$ cat config.mk
export PLATFORM = sky130hd
export DESIGN_NAME = id_stage
export DESIGN_NICKNAME = d
export VERILOG_FILES = /design/src/design/idd_pkg.sv /design/src/design/id_stage.sv /design/src/design/instr_decoder.sv /design/src/design/multicycle_fsm.sv /design/src/design/operand_mux.sv /design/src/design/register_file.sv
export SDC_FILE = /design/constraint.sdc
export NUM_CORES = 2
export LEC_CHECK = 0
export BUFFER_PORTS_ARGS = -buffer_cell sky130_fd_sc_hd__buf_2
export CORE_AREA = 2 2 307 430
export CTS_BUF_LIST = sky130_fd_sc_hd__clkbuf_8
export CTS_CLUSTER_DIAMETER = 80
export CTS_CLUSTER_SIZE = 12
export DETAILED_ROUTE_END_ITERATION = 8
export DIE_AREA = 0 0 309 432
export PLACE_DENSITY_LB_ADDON = 0.1
export SLEW_MARGIN = 20
export SYNTH_ARGS = -nofsm -noshare
export SYNTH_HDL_FRONTEND = slang
export SYNTH_HIERARCHICAL = 1
export SYNTH_SLANG_ARGS = --single-unit
$ cat constraint.sdc
create_clock -name clk_i -period 8.4 [get_ports clk_i]
set_clock_uncertainty 0.05 [all_clocks]
set_input_delay 0.42 -clock clk_i [delete_from_list [all_inputs] [get_ports clk_i]]
set_output_delay 0.42 -clock clk_i [all_outputs]
set_load 0.05 [all_outputs]
$ cat src/design/idd_pkg.sv
// Shared widths, encodings and bundles for the RV32I decode stage.
// Only the base integer subset used by this stage is encoded here.

package idd_pkg;

  localparam int unsigned XLEN       = 32;
  localparam int unsigned REG_ADDR_W = 5;
  localparam int unsigned NUM_REGS   = 32;

  ////////////////////////////////////////////////////////////
  // Encodings
  ////////////////////////////////////////////////////////////

  typedef enum logic [6:0] {
    OPCODE_LOAD   = 7'h03,
    OPCODE_OP_IMM = 7'h13,
    OPCODE_AUIPC  = 7'h17,
    OPCODE_STORE  = 7'h23,
    OPCODE_OP     = 7'h33,
    OPCODE_LUI    = 7'h37,
    OPCODE_BRANCH = 7'h63,
    OPCODE_JAL    = 7'h6f
  } opcode_e;

  typedef enum logic [4:0] {
    ALU_ADD, ALU_SUB, ALU_XOR, ALU_OR, ALU_AND, ALU_SLL, ALU_SRL, ALU_SRA,
    ALU_SLT, ALU_SLTU,
    // Comparisons for branches
    ALU_EQ, ALU_NE, ALU_LT, ALU_GE, ALU_LTU, ALU_GEU
  } alu_op_e;

  typedef enum logic [1:0] {OP_A_REG_A, OP_A_CURRPC, OP_A_ZERO} op_a_sel_e;
  typedef enum logic {OP_B_REG_B, OP_B_IMM} op_b_sel_e;

  typedef enum logic [2:0] {
    IMM_B_I, IMM_B_S, IMM_B_B, IMM_B_U, IMM_B_J,
    IMM_B_INCR_PC  // Constant 4 for the link value
  } imm_b_sel_e;

  typedef enum logic {RF_WD_EX, RF_WD_LSU} rf_wd_sel_e;
  typedef enum logic [1:0] {MEM_WORD, MEM_HALF, MEM_BYTE} mem_type_e;

  ////////////////////////////////////////////////////////////
  // Instruction word, two views of the same bits
  ////////////////////////////////////////////////////////////

  typedef struct packed {
    logic [6:0]            funct7;
    logic [REG_ADDR_W-1:0] rs2;
    logic [REG_ADDR_W-1:0] rs1;
    logic [2:0]            funct3;
    logic [REG_ADDR_W-1:0] rd;
    opcode_e               opcode;
  } instr_r_t;

  typedef struct packed {
    logic [6:0]            imm_hi;
    logic [REG_ADDR_W-1:0] rs2;
    logic [REG_ADDR_W-1:0] rs1;
    logic [2:0]            funct3;
    logic [4:0]            imm_lo;
    opcode_e               opcode;
  } instr_s_t;

  typedef union packed {
    instr_r_t r;
    instr_s_t s;
  } instr_t;

  ////////////////////////////////////////////////////////////
  // Decoder output and requests
  ////////////////////////////////////////////////////////////

  // Exactly one flag set per instruction
  typedef struct packed {
    logic is_load_store;
    logic is_branch;
    logic is_jump;
    logic is_alu;
  } instr_class_t;

  typedef struct packed {
    instr_class_t          iclass;
    logic                  illegal;
    logic                  rf_we;
    rf_wd_sel_e            rf_wd_sel;
    logic [REG_ADDR_W-1:0] rs1;
    logic [REG_ADDR_W-1:0] rs2;
    logic [REG_ADDR_W-1:0] rd;
    alu_op_e               alu_op;
    op_a_sel_e             op_a_sel;
    op_b_sel_e             op_b_sel;
    imm_b_sel_e            imm_b_sel;
    logic                  mem_we;
    mem_type_e             mem_type;
    logic                  mem_sign_ext;
  } dec_ctrl_t;

  typedef struct packed {
    alu_op_e         alu_op;
    logic [XLEN-1:0] operand_a;
    logic [XLEN-1:0] operand_b;
  } ex_req_t;

  typedef struct packed {
    logic            req;
    logic            we;
    mem_type_e       mem_type;
    logic            sign_ext;
    logic [XLEN-1:0] wdata;
  } lsu_req_t;

endpackage

$ cat src/design/id_stage.sv
// Decode stage top: decoder, operand muxes, register file and wait FSM.
// EX and LSU requests are combinational from the current instruction.

`timescale 1ns/1ps

module id_stage (
  input  logic                      clk_i,
  input  logic                      rst_ni,
  input  logic                      instr_new_i,
  input  idd_pkg::instr_t           instr_i,
  input  logic [idd_pkg::XLEN-1:0]  pc_i,
  input  logic                      branch_decision_i,
  input  logic                      ex_valid_i,
  input  logic [idd_pkg::XLEN-1:0]  ex_wdata_i,
  input  logic                      lsu_valid_i,
  input  logic [idd_pkg::XLEN-1:0]  lsu_rdata_i,
  output idd_pkg::ex_req_t          ex_req_o,
  output idd_pkg::lsu_req_t         lsu_req_o,
  output logic                      branch_set_o,
  output logic                      id_ready_o,
  output logic                      instr_ret_o,
  output logic                      illegal_insn_o
);

  idd_pkg::dec_ctrl_t       ctrl;
  logic [idd_pkg::XLEN-1:0] imm_i, imm_s, imm_b, imm_u, imm_j;
  logic [idd_pkg::XLEN-1:0] rdata_a, rdata_b;
  logic [idd_pkg::XLEN-1:0] operand_a, operand_b;
  logic [idd_pkg::XLEN-1:0] rf_wdata;
  logic                     rf_we;
  logic                     lsu_req_valid;

  instr_decoder u_decoder (
    .instr_i (instr_i),
    .ctrl_o  (ctrl),
    .imm_i_o (imm_i),
    .imm_s_o (imm_s),
    .imm_b_o (imm_b),
    .imm_u_o (imm_u),
    .imm_j_o (imm_j)
  );

  operand_mux u_operand_mux (
    .ctrl_i      (ctrl),
    .imm_i_i     (imm_i),
    .imm_s_i     (imm_s),
    .imm_b_i     (imm_b),
    .imm_u_i     (imm_u),
    .imm_j_i     (imm_j),
    .rdata_a_i   (rdata_a),
    .rdata_b_i   (rdata_b),
    .pc_i        (pc_i),
    .operand_a_o (operand_a),
    .operand_b_o (operand_b)
  );

  register_file u_register_file (
    .clk_i     (clk_i),
    .rst_ni    (rst_ni),
    .raddr_a_i (ctrl.rs1),
    .raddr_b_i (ctrl.rs2),
    .waddr_i   (ctrl.rd),
    .wdata_i   (rf_wdata),
    .we_i      (rf_we),
    .rdata_a_o (rdata_a),
    .rdata_b_o (rdata_b)
  );

  multicycle_fsm u_fsm (
    .clk_i             (clk_i),
    .rst_ni            (rst_ni),
    .instr_new_i       (instr_new_i),
    .ctrl_i            (ctrl),
    .branch_decision_i (branch_decision_i),
    .ex_valid_i        (ex_valid_i),
    .lsu_valid_i       (lsu_valid_i),
    .ex_wdata_i        (ex_wdata_i),
    .lsu_rdata_i       (lsu_rdata_i),
    .rf_we_o           (rf_we),
    .rf_wdata_o        (rf_wdata),
    .lsu_req_valid_o   (lsu_req_valid),
    .branch_set_o      (branch_set_o),
    .id_ready_o        (id_ready_o),
    .instr_ret_o       (instr_ret_o),
    .illegal_insn_o    (illegal_insn_o)
  );

  // Requests to EX and LSU
  assign ex_req_o.alu_op    = ctrl.alu_op;
  assign ex_req_o.operand_a = operand_a;
  assign ex_req_o.operand_b = operand_b;

  assign lsu_req_o.req      = lsu_req_valid;
  assign lsu_req_o.we       = ctrl.mem_we;
  assign lsu_req_o.mem_type = ctrl.mem_type;
  assign lsu_req_o.sign_ext = ctrl.mem_sign_ext;
  // Store data always comes from rs2
  assign lsu_req_o.wdata    = rdata_b;

endmodule

$ cat src/design/instr_decoder.sv
// RV32I subset decoder: OP-IMM, OP, LUI, AUIPC, JAL, BRANCH, LOAD, STORE.
// Anything else is flagged illegal and decoded as a harmless ALU op
// with no register or memory write.

`timescale 1ns/1ps

module instr_decoder (
  input  idd_pkg::instr_t           instr_i,
  output idd_pkg::dec_ctrl_t        ctrl_o,
  output logic [idd_pkg::XLEN-1:0]  imm_i_o,
  output logic [idd_pkg::XLEN-1:0]  imm_s_o,
  output logic [idd_pkg::XLEN-1:0]  imm_b_o,
  output logic [idd_pkg::XLEN-1:0]  imm_u_o,
  output logic [idd_pkg::XLEN-1:0]  imm_j_o
);

  logic [2:0] funct3;
  logic [6:0] funct7;
  logic       sign;

  assign funct3 = instr_i.r.funct3;
  assign funct7 = instr_i.r.funct7;
  assign sign   = instr_i.r.funct7[6];

  ////////////////////////////////////////////////////////////
  // Immediates
  ////////////////////////////////////////////////////////////

  assign imm_i_o = {{20{sign}}, instr_i.r.funct7, instr_i.r.rs2};
  assign imm_s_o = {{20{sign}}, instr_i.s.imm_hi, instr_i.s.imm_lo};
  assign imm_b_o = {{19{sign}}, instr_i.s.imm_hi[6], instr_i.s.imm_lo[0],
                    instr_i.s.imm_hi[5:0], instr_i.s.imm_lo[4:1], 1'b0};
  assign imm_u_o = {instr_i.r.funct7, instr_i.r.rs2, instr_i.r.rs1, funct3, 12'h000};
  // J-type bits are scattered over rs1, funct3, rs2 and funct7
  assign imm_j_o = {{12{sign}}, instr_i.r.rs1, funct3, instr_i.r.rs2[0],
                    funct7[5:0], instr_i.r.rs2[4:1], 1'b0};

  ////////////////////////////////////////////////////////////
  // Control decode
  ////////////////////////////////////////////////////////////

  always_comb begin : decode
    ctrl_o               = '0;
    ctrl_o.rs1           = instr_i.r.rs1;
    ctrl_o.rs2           = instr_i.r.rs2;
    ctrl_o.rd            = instr_i.r.rd;
    ctrl_o.alu_op        = idd_pkg::ALU_ADD;
    ctrl_o.op_a_sel      = idd_pkg::OP_A_REG_A;
    ctrl_o.op_b_sel      = idd_pkg::OP_B_IMM;
    ctrl_o.imm_b_sel     = idd_pkg::IMM_B_I;
    ctrl_o.rf_wd_sel     = idd_pkg::RF_WD_EX;
    ctrl_o.mem_type      = idd_pkg::MEM_WORD;

    case (instr_i.r.opcode)
      idd_pkg::OPCODE_OP_IMM, idd_pkg::OPCODE_OP: begin
        ctrl_o.rf_we = 1'b1;
        if (instr_i.r.opcode == idd_pkg::OPCODE_OP) begin
          ctrl_o.op_b_sel = idd_pkg::OP_B_REG_B;
        end
        case (funct3)
          3'b000: ctrl_o.alu_op = idd_pkg::ALU_ADD;
          3'b001: ctrl_o.alu_op = idd_pkg::ALU_SLL;
          3'b010: ctrl_o.alu_op = idd_pkg::ALU_SLT;
          3'b011: ctrl_o.alu_op = idd_pkg::ALU_SLTU;
          3'b100: ctrl_o.alu_op = idd_pkg::ALU_XOR;
          3'b101: ctrl_o.alu_op = funct7[5] ? idd_pkg::ALU_SRA : idd_pkg::ALU_SRL;
          3'b110: ctrl_o.alu_op = idd_pkg::ALU_OR;
          default: ctrl_o.alu_op = idd_pkg::ALU_AND;
        endcase
        // SUB only exists in OP; immediates of OP-IMM shifts carry funct7
        if (instr_i.r.opcode == idd_pkg::OPCODE_OP && funct3 == 3'b000 && funct7[5]) begin
          ctrl_o.alu_op = idd_pkg::ALU_SUB;
        end
        if (instr_i.r.opcode == idd_pkg::OPCODE_OP || funct3 inside {3'b001, 3'b101}) begin
          ctrl_o.illegal = (funct7 != 7'h00) &&
                           !(funct7 == 7'h20 && funct3 inside {3'b000, 3'b101});
          if (instr_i.r.opcode == idd_pkg::OPCODE_OP_IMM && funct3 == 3'b001) begin
            ctrl_o.illegal = (funct7 != 7'h00);
          end
        end
      end
      idd_pkg::OPCODE_LUI, idd_pkg::OPCODE_AUIPC: begin
        ctrl_o.rf_we     = 1'b1;
        ctrl_o.imm_b_sel = idd_pkg::IMM_B_U;
        ctrl_o.op_a_sel  = (instr_i.r.opcode == idd_pkg::OPCODE_LUI) ?
                           idd_pkg::OP_A_ZERO : idd_pkg::OP_A_CURRPC;
      end
      idd_pkg::OPCODE_JAL: begin
        // EX computes the link value PC + 4
        ctrl_o.rf_we     = 1'b1;
        ctrl_o.op_a_sel  = idd_pkg::OP_A_CURRPC;
        ctrl_o.imm_b_sel = idd_pkg::IMM_B_INCR_PC;
      end
      idd_pkg::OPCODE_BRANCH: begin
        ctrl_o.op_b_sel  = idd_pkg::OP_B_REG_B;
        ctrl_o.imm_b_sel = idd_pkg::IMM_B_B;
        case (funct3)
          3'b000: ctrl_o.alu_op = idd_pkg::ALU_EQ;
          3'b001: ctrl_o.alu_op = idd_pkg::ALU_NE;
          3'b100: ctrl_o.alu_op = idd_pkg::ALU_LT;
          3'b101: ctrl_o.alu_op = idd_pkg::ALU_GE;
          3'b110: ctrl_o.alu_op = idd_pkg::ALU_LTU;
          3'b111: ctrl_o.alu_op = idd_pkg::ALU_GEU;
          default: ctrl_o.illegal = 1'b1;
        endcase
      end
      idd_pkg::OPCODE_LOAD, idd_pkg::OPCODE_STORE: begin
        // Address is rs1 + immediate
        case (funct3[1:0])
          2'b00:   ctrl_o.mem_type = idd_pkg::MEM_BYTE;
          2'b01:   ctrl_o.mem_type = idd_pkg::MEM_HALF;
          default: ctrl_o.mem_type = idd_pkg::MEM_WORD;
        endcase
        if (instr_i.r.opcode == idd_pkg::OPCODE_LOAD) begin
          ctrl_o.rf_we        = 1'b1;
          ctrl_o.rf_wd_sel    = idd_pkg::RF_WD_LSU;
          ctrl_o.mem_sign_ext = ~funct3[2];
          ctrl_o.illegal      = (funct3[1:0] == 2'b11) || (funct3 == 3'b110);
        end else begin
          ctrl_o.mem_we    = 1'b1;
          ctrl_o.imm_b_sel = idd_pkg::IMM_B_S;
          ctrl_o.illegal   = (funct3[2] || funct3[1:0] == 2'b11);
        end
      end
      default: ctrl_o.illegal = 1'b1;
    endcase

    // Illegal words must not write or start a multicycle sequence
    if (ctrl_o.illegal) begin
      ctrl_o.rf_we  = 1'b0;
      ctrl_o.mem_we = 1'b0;
    end

    // Illegal words fall into the ALU class
    ctrl_o.iclass.is_load_store = !ctrl_o.illegal &&
      (instr_i.r.opcode inside {idd_pkg::OPCODE_LOAD, idd_pkg::OPCODE_STORE});
    ctrl_o.iclass.is_branch = !ctrl_o.illegal &&
      (instr_i.r.opcode == idd_pkg::OPCODE_BRANCH);
    ctrl_o.iclass.is_jump = !ctrl_o.illegal &&
      (instr_i.r.opcode == idd_pkg::OPCODE_JAL);
    ctrl_o.iclass.is_alu = ctrl_o.illegal ||
      (instr_i.r.opcode inside {idd_pkg::OPCODE_OP_IMM, idd_pkg::OPCODE_OP,
                                idd_pkg::OPCODE_LUI, idd_pkg::OPCODE_AUIPC});

    assert ($onehot(ctrl_o.iclass))
      else $error("instruction class flags not one-hot");
  end

endmodule

$ cat src/design/multicycle_fsm.sv
// Issue and write-back sequencing for the decode stage.
// Loads, stores, jumps and taken branches wait for their completion strobe;
// fetch must hold the instruction stable while id_ready_o is low.

`timescale 1ns/1ps

module multicycle_fsm (
  input  logic                            clk_i,
  input  logic                            rst_ni,
  input  logic                            instr_new_i,
  input  idd_pkg::dec_ctrl_t              ctrl_i,
  input  logic                            branch_decision_i,
  input  logic                            ex_valid_i,
  input  logic                            lsu_valid_i,
  input  logic [idd_pkg::XLEN-1:0]        ex_wdata_i,
  input  logic [idd_pkg::XLEN-1:0]        lsu_rdata_i,
  output logic                            rf_we_o,
  output logic [idd_pkg::XLEN-1:0]        rf_wdata_o,
  output logic                            lsu_req_valid_o,
  output logic                            branch_set_o,
  output logic                            id_ready_o,
  output logic                            instr_ret_o,
  output logic                            illegal_insn_o
);

  typedef enum logic {IDLE, WAIT_MULTICYCLE} state_e;

  state_e state_q, state_d;
  logic   branch_set_d;
  logic   done;

  // Loads and stores complete from the LSU, jumps and branches from EX
  assign done = ctrl_i.iclass.is_load_store ? lsu_valid_i : ex_valid_i;

  always_comb begin : fsm
    state_d         = state_q;
    branch_set_d    = 1'b0;
    rf_we_o         = 1'b0;
    lsu_req_valid_o = 1'b0;
    instr_ret_o     = 1'b0;

    case (state_q)
      IDLE: begin
        if (instr_new_i && !ctrl_i.illegal) begin
          if (ctrl_i.iclass.is_load_store) begin
            lsu_req_valid_o = 1'b1;
            state_d         = WAIT_MULTICYCLE;
          end else if (ctrl_i.iclass.is_jump) begin
            state_d = WAIT_MULTICYCLE;
          end else if (ctrl_i.iclass.is_branch) begin
            // Not-taken branch is done now
            state_d      = branch_decision_i ? WAIT_MULTICYCLE : IDLE;
            branch_set_d = branch_decision_i;
            instr_ret_o  = ~branch_decision_i;
          end else begin
            rf_we_o     = ctrl_i.rf_we;
            instr_ret_o = 1'b1;
          end
        end
      end
      default: begin
        lsu_req_valid_o = ctrl_i.iclass.is_load_store;
        if (done) begin
          state_d     = IDLE;
          rf_we_o     = ctrl_i.rf_we;
          instr_ret_o = 1'b1;
        end
      end
    endcase
  end

  always_ff @(posedge clk_i or negedge rst_ni) begin
    if (!rst_ni) begin
      state_q      <= IDLE;
      branch_set_o <= 1'b0;
    end else begin
      state_q      <= state_d;
      branch_set_o <= branch_set_d;
    end
  end

  assign rf_wdata_o     = (ctrl_i.rf_wd_sel == idd_pkg::RF_WD_LSU) ? lsu_rdata_i : ex_wdata_i;
  assign id_ready_o     = (state_q == IDLE);
  assign illegal_insn_o = instr_new_i & ctrl_i.illegal & (state_q == IDLE);

  ////////////////////////////////////////////////////////////
  // Assertions
  ////////////////////////////////////////////////////////////

  assert property (@(posedge clk_i) disable iff (!rst_ni) !$isunknown(state_q))
    else $error("decode FSM state unknown");

  // Fetch must respect id_ready_o
  assert property (@(posedge clk_i) disable iff (!rst_ni)
                   (state_q == WAIT_MULTICYCLE) |-> !instr_new_i)
    else $error("new instruction while waiting on multicycle completion");

endmodule

$ cat src/design/operand_mux.sv
// ALU operand selection for the decode stage.
// Operand B immediate also covers the constant 4 for jump link values.

`timescale 1ns/1ps

module operand_mux (
  input  idd_pkg::dec_ctrl_t        ctrl_i,
  input  logic [idd_pkg::XLEN-1:0]  imm_i_i,
  input  logic [idd_pkg::XLEN-1:0]  imm_s_i,
  input  logic [idd_pkg::XLEN-1:0]  imm_b_i,
  input  logic [idd_pkg::XLEN-1:0]  imm_u_i,
  input  logic [idd_pkg::XLEN-1:0]  imm_j_i,
  input  logic [idd_pkg::XLEN-1:0]  rdata_a_i,
  input  logic [idd_pkg::XLEN-1:0]  rdata_b_i,
  input  logic [idd_pkg::XLEN-1:0]  pc_i,
  output logic [idd_pkg::XLEN-1:0]  operand_a_o,
  output logic [idd_pkg::XLEN-1:0]  operand_b_o
);

  logic [idd_pkg::XLEN-1:0] imm_b;

  always_comb begin : imm_b_mux
    case (ctrl_i.imm_b_sel)
      idd_pkg::IMM_B_I: imm_b = imm_i_i;
      idd_pkg::IMM_B_S: imm_b = imm_s_i;
      idd_pkg::IMM_B_B: imm_b = imm_b_i;
      idd_pkg::IMM_B_U: imm_b = imm_u_i;
      idd_pkg::IMM_B_J: imm_b = imm_j_i;
      default:          imm_b = 32'd4;
    endcase
    assert (ctrl_i.imm_b_sel inside {idd_pkg::IMM_B_I, idd_pkg::IMM_B_S, idd_pkg::IMM_B_B,
                                     idd_pkg::IMM_B_U, idd_pkg::IMM_B_J,
                                     idd_pkg::IMM_B_INCR_PC})
      else $error("immediate select out of range");
  end

  always_comb begin : op_a_mux
    case (ctrl_i.op_a_sel)
      idd_pkg::OP_A_REG_A:  operand_a_o = rdata_a_i;
      idd_pkg::OP_A_CURRPC: operand_a_o = pc_i;
      default:              operand_a_o = '0;
    endcase
  end

  assign operand_b_o = (ctrl_i.op_b_sel == idd_pkg::OP_B_IMM) ? imm_b : rdata_b_i;

endmodule

$ cat src/design/register_file.sv
// Flip-flop register file, two combinational read ports, one write port.
// x0 has no storage; it reads zero and writes to it are dropped.

`timescale 1ns/1ps

module register_file (
  input  logic                            clk_i,
  input  logic                            rst_ni,
  input  logic [idd_pkg::REG_ADDR_W-1:0]  raddr_a_i,
  input  logic [idd_pkg::REG_ADDR_W-1:0]  raddr_b_i,
  input  logic [idd_pkg::REG_ADDR_W-1:0]  waddr_i,
  input  logic [idd_pkg::XLEN-1:0]        wdata_i,
  input  logic                            we_i,
  output logic [idd_pkg::XLEN-1:0]        rdata_a_o,
  output logic [idd_pkg::XLEN-1:0]        rdata_b_o
);

  // Storage for x1 .. x31
  logic [idd_pkg::XLEN-1:0] rf_q [1:idd_pkg::NUM_REGS-1];

  always_ff @(posedge clk_i or negedge rst_ni) begin
    if (!rst_ni) begin
      rf_q <= '{default: '0};
    end else if (we_i && waddr_i != '0) begin
      rf_q[waddr_i] <= wdata_i;
    end
  end

  assign rdata_a_o = (raddr_a_i == '0) ? '0 : rf_q[raddr_a_i];
  assign rdata_b_o = (raddr_b_i == '0) ? '0 : rf_q[raddr_b_i];

endmodule

# Yosys cells after proc, flatten, opt, wreduce, memory -nomap -nowiden
# Index checks and enable logic that the tools add are counted.
# classes
mux,67
n_eq_ne,23
shift,0
div_mod_pow,0
n_lt_le_gt_ge,4
n_addsub,0
bitwise,8
n_reduce_logical,33
mul,0
# op_table
operator,count
992-bit bitwise mux,1
32-bit binary-select mux with 5-bit select,2
32-bit two-way mux,9
32-bit demux with 5-bit select,1
32-bit case mux with 5 select lines,1
32-bit case mux with 2 select lines,1
1-bit two-way mux,38
5-bit case mux with 7 select lines,1
7-bit by 6-bit equality test with 1-bit output (second input constant),4
4-bit case mux with 6 select lines,1
6-bit >= comparator (second input constant),3
5-bit inverter with 6-bit output,3
3-bit equality test (second input constant),5
7-bit by 5-bit equality test with 1-bit output (second input constant),2
7-bit equality test (second input constant),2
3-bit by 2-bit equality test with 1-bit output (second input constant),4
3-bit case mux with 4 select lines,1
1-bit logical AND,11
5-bit logical NOT,2
5-bit case mux with 2 select lines,1
2-bit case mux with 2 select lines,2
7-bit by 2-bit equality test with 1-bit output (second input constant),1
7-bit nonzero test,1
3-bit by 1-bit equality test with 1-bit output (second input constant),2
20 further kinds,36
# word_totals
word_cells,168
mem_count,0
register_bits,994
romBits,0
latchBits,0
out_inout_bits,110
ram_bits,0

# Depth between registers and ports, before layout
# depth
ltp_word,16
ltp_mapped,14
depth_no_buf,11

# Cells and area by module
# Netlist, hierarchy kept.
# by_module_without_submodules
module,area_per_inst_um2,cells_each,seq_area_each_um2,n_inst
register_file,53515.1,3665,24823.8,1
operand_mux,2079.5,270,0.0,1
instr_decoder,1790.5,256,0.0,1
multicycle_fsm,548.0,54,50.0,1
id_stage,7.5,1,0.0,1

# Least setup slack after synthesis
# No wires, ideal clock.
# synth_path
path_type,in2out
start,in instr_i[20] (netlist name)
end,out ex_req_o[30] (netlist name)
t_arrival_ns,3.361
cell_stages,11
path_buffers,5
path_slack_ns,4.569
path_cell_list,buf_4 > buf_2 > buf_2 > buf_2 > buf_1 > a221oi_1 > nor3_1 > a31oi_1 > o21ai_1 > inv_1 > o221ai_1
# synth_rtl
element,line_no,source
start: declaration,id_stage.sv:10,"input idd_pkg::instr_t instr_i,"
end: declaration,id_stage.sv:17,"output idd_pkg::ex_req_t ex_req_o,"

==> reports/summary.txt <==
outcome: finished, final reports clean
Slew headroom: 23.5%
Pwr per Cell Area: 140 nW/um2
drt pass-1 iters: 5
Setup CP Type: input port to output pin
via count: 37,400
net count reported at finish: 4,212
worst endpoint data arrival time: 4.41 ns
Synth warnings: 6
Total GRT Usage: 29.1%
commonest non-fill, non-tap cell in the layout: dfrtp_1
post-synthesis cell count: 4,245
CTS buffer count: 93
fmax: 205 MHz
Hold Crit Class: input port to asynchronous set/reset pin
final worst slack: 3.52 ns
DRC viols: 0
global-route wire length before repair: 280,000 um
GP Congestion: 0.782
Tcrit/Tclk final: 58.1%
footprint of the multi-input gates: 30,000 um2
Max FO, Critical Path: 43
Die ar.: 133,000 um2
RSZ-0062 raised after global routing: no
Worst VDD drop: 0.111 mV
post-DR wirelength/cell: 33.2 um
count of clock tree sinks: 994
clk slew on worst S/H paths: 0.08 ns
share of cells above drive strength 1: 43.0%
Area Overhead vs Synth: 4.56%
Cell Area, Synth: 57,900 um2
DRT iter0 DRCs: 3,227
Setup Viol. Count Final: 0
filler instances: 11,800
Initial Utilization: 44.5%
worst-skew pair later-pin latency: 0.79 ns
CP Capture Type: output pin
Die Span X: 309 um
most frequent cells in the layout: 994 x dfrtp_1, 864 x mux2_2, 401 x mux4_2, 292 x mux2_1, 260 x mux2i_1
pins over their slew limit: 0
Hold Violations, Final: 0
Worst setup SP type: input port
Layout Utilization: 46.6%
CTS tree: yes
vias in the first global route: 38,200
TNS Setup: 0 ns
sequential cell area: 24,900 um2
CTS Buffer Depth: 3
final wirelength: 194,000 um
Leak: 28.3 nW
via/cell ratio: 6.42
Critical Path RT: 7.93 ns
io pins: 244
Mean Syn Cell Area: 13.6 um2
HPWL after DPL: 113,000 um
Least-Margin Pin Slew: 1.14 ns
Core Area: 130,000 um2
Site Rows: 157
fin crit period: 4.88 ns
# port buffers: 242
die height: 432 um
post-route ant nets: 0
Remaining Overflow, GRT: 0
maxcap violations: 0
initial antenna violation count: 8
largest net degree at the start of global routing: 146
DP Worst Slack: 2.79 ns
htree depth: 3
clock root buffer: clkbuf_8
[where the power goes]
part / switching, mW / internal, mW
clock network: 1.68 / 1.01
logic: 0.733 / 0.266
registers: 0.00718 / 4.79
total: 2.42 / 6.07
[worst max-delay path: stages]
cell      delay (ns)
buf_8           0.23
buf_4           0.40
nor2b_4         0.56
buf_4           0.68
a221oi_1        0.20
nor3_1          0.40
a31oi_1         0.09
o21ai_1         0.78
nand2b_1        0.12
o221ai_1        0.11
buf_2           0.30
[per-layer routing]
| metal | wire (um) | up-vias | part of all wire (%) | global-route usage (%) |
|---|---|---|---|---|
| met2 | 92500 | 1173 | 48 | 47.1 |
| met4 | 5710 | 0 | 3.0 | 8.99 |
| li1 | - | 15500 | - | - |
| met5 | 0 | - | 0 | 0 |
| met3 | 10300 | 242 | 5.3 | 3.69 |
| met1 | 85000 | 20500 | 44 | 40.7 |
[path summary, 6_finish.rpt]
| path | from | end | slack, ns | cells past startpoint |
|---|---|---|---|---|
| max in group asynchronous | rst_ni | u_register_file/rf_q[800]$_DFFE_PN0P_ | 6.06 | 4 |
| min in group clk_i | ex_wdata_i[3] | u_register_file/rf_q[227]$_DFFE_PN0P_ | 0.34 | 4 |
| min | rst_ni | u_register_file/rf_q[118]$_DFFE_PN0P_ | 0.17 | 2 |
| min reg2reg | u_register_file/rf_q[218]$_DFFE_PN0P_ | u_register_file/rf_q[218]$_DFFE_PN0P_ | 0.46 | 1 |
| max | instr_i[20] | ex_req_o[21] | 3.52 | 11 |
| max reg2reg | u_fsm/state_q$_DFF_PN0_ | u_register_file/rf_q[409]$_DFFE_PN0P_ | 4.08 | 7 |
[stage by stage]
step	std cells	total power [mW]	hold slack, ns	area (um2)
global placement	5726	5.89	0.430	59200
finish	5834	8.49	0.168	60600
CTS	5830	8.60	0.140	60600
global route	5832	8.81	0.196	60600
floorplan	4259	5.53	0.0744	58000
detailed placement	5726	5.89	0.443	59200
[final cells by class]
cell class	count	area share (%)
multi-input cells	2642	49.5
flip-flops and latches	994	41.1
well taps	1749	3.61
repair buffers	340	3.60
clock buffers	95	2.16
inverters	7	0.0434
clock inverters	3	0.0413
diodes	4	0.0165
[sequential cells by signal, indices dropped and copies added, names as in the netlist]
register and count:
u_register_file/rf_q 992, u_fsm/state_q 1, u_fsm/branch_set_o 1
[timing repair]
item,CTS,global route
setup buffers,0,0
gates resized for setup,0,0
setup endpoints to repair,0,0
endpoints found under the hold margin,85,0
hold buffers,6,0
Power figures use the tool's default switching activity.
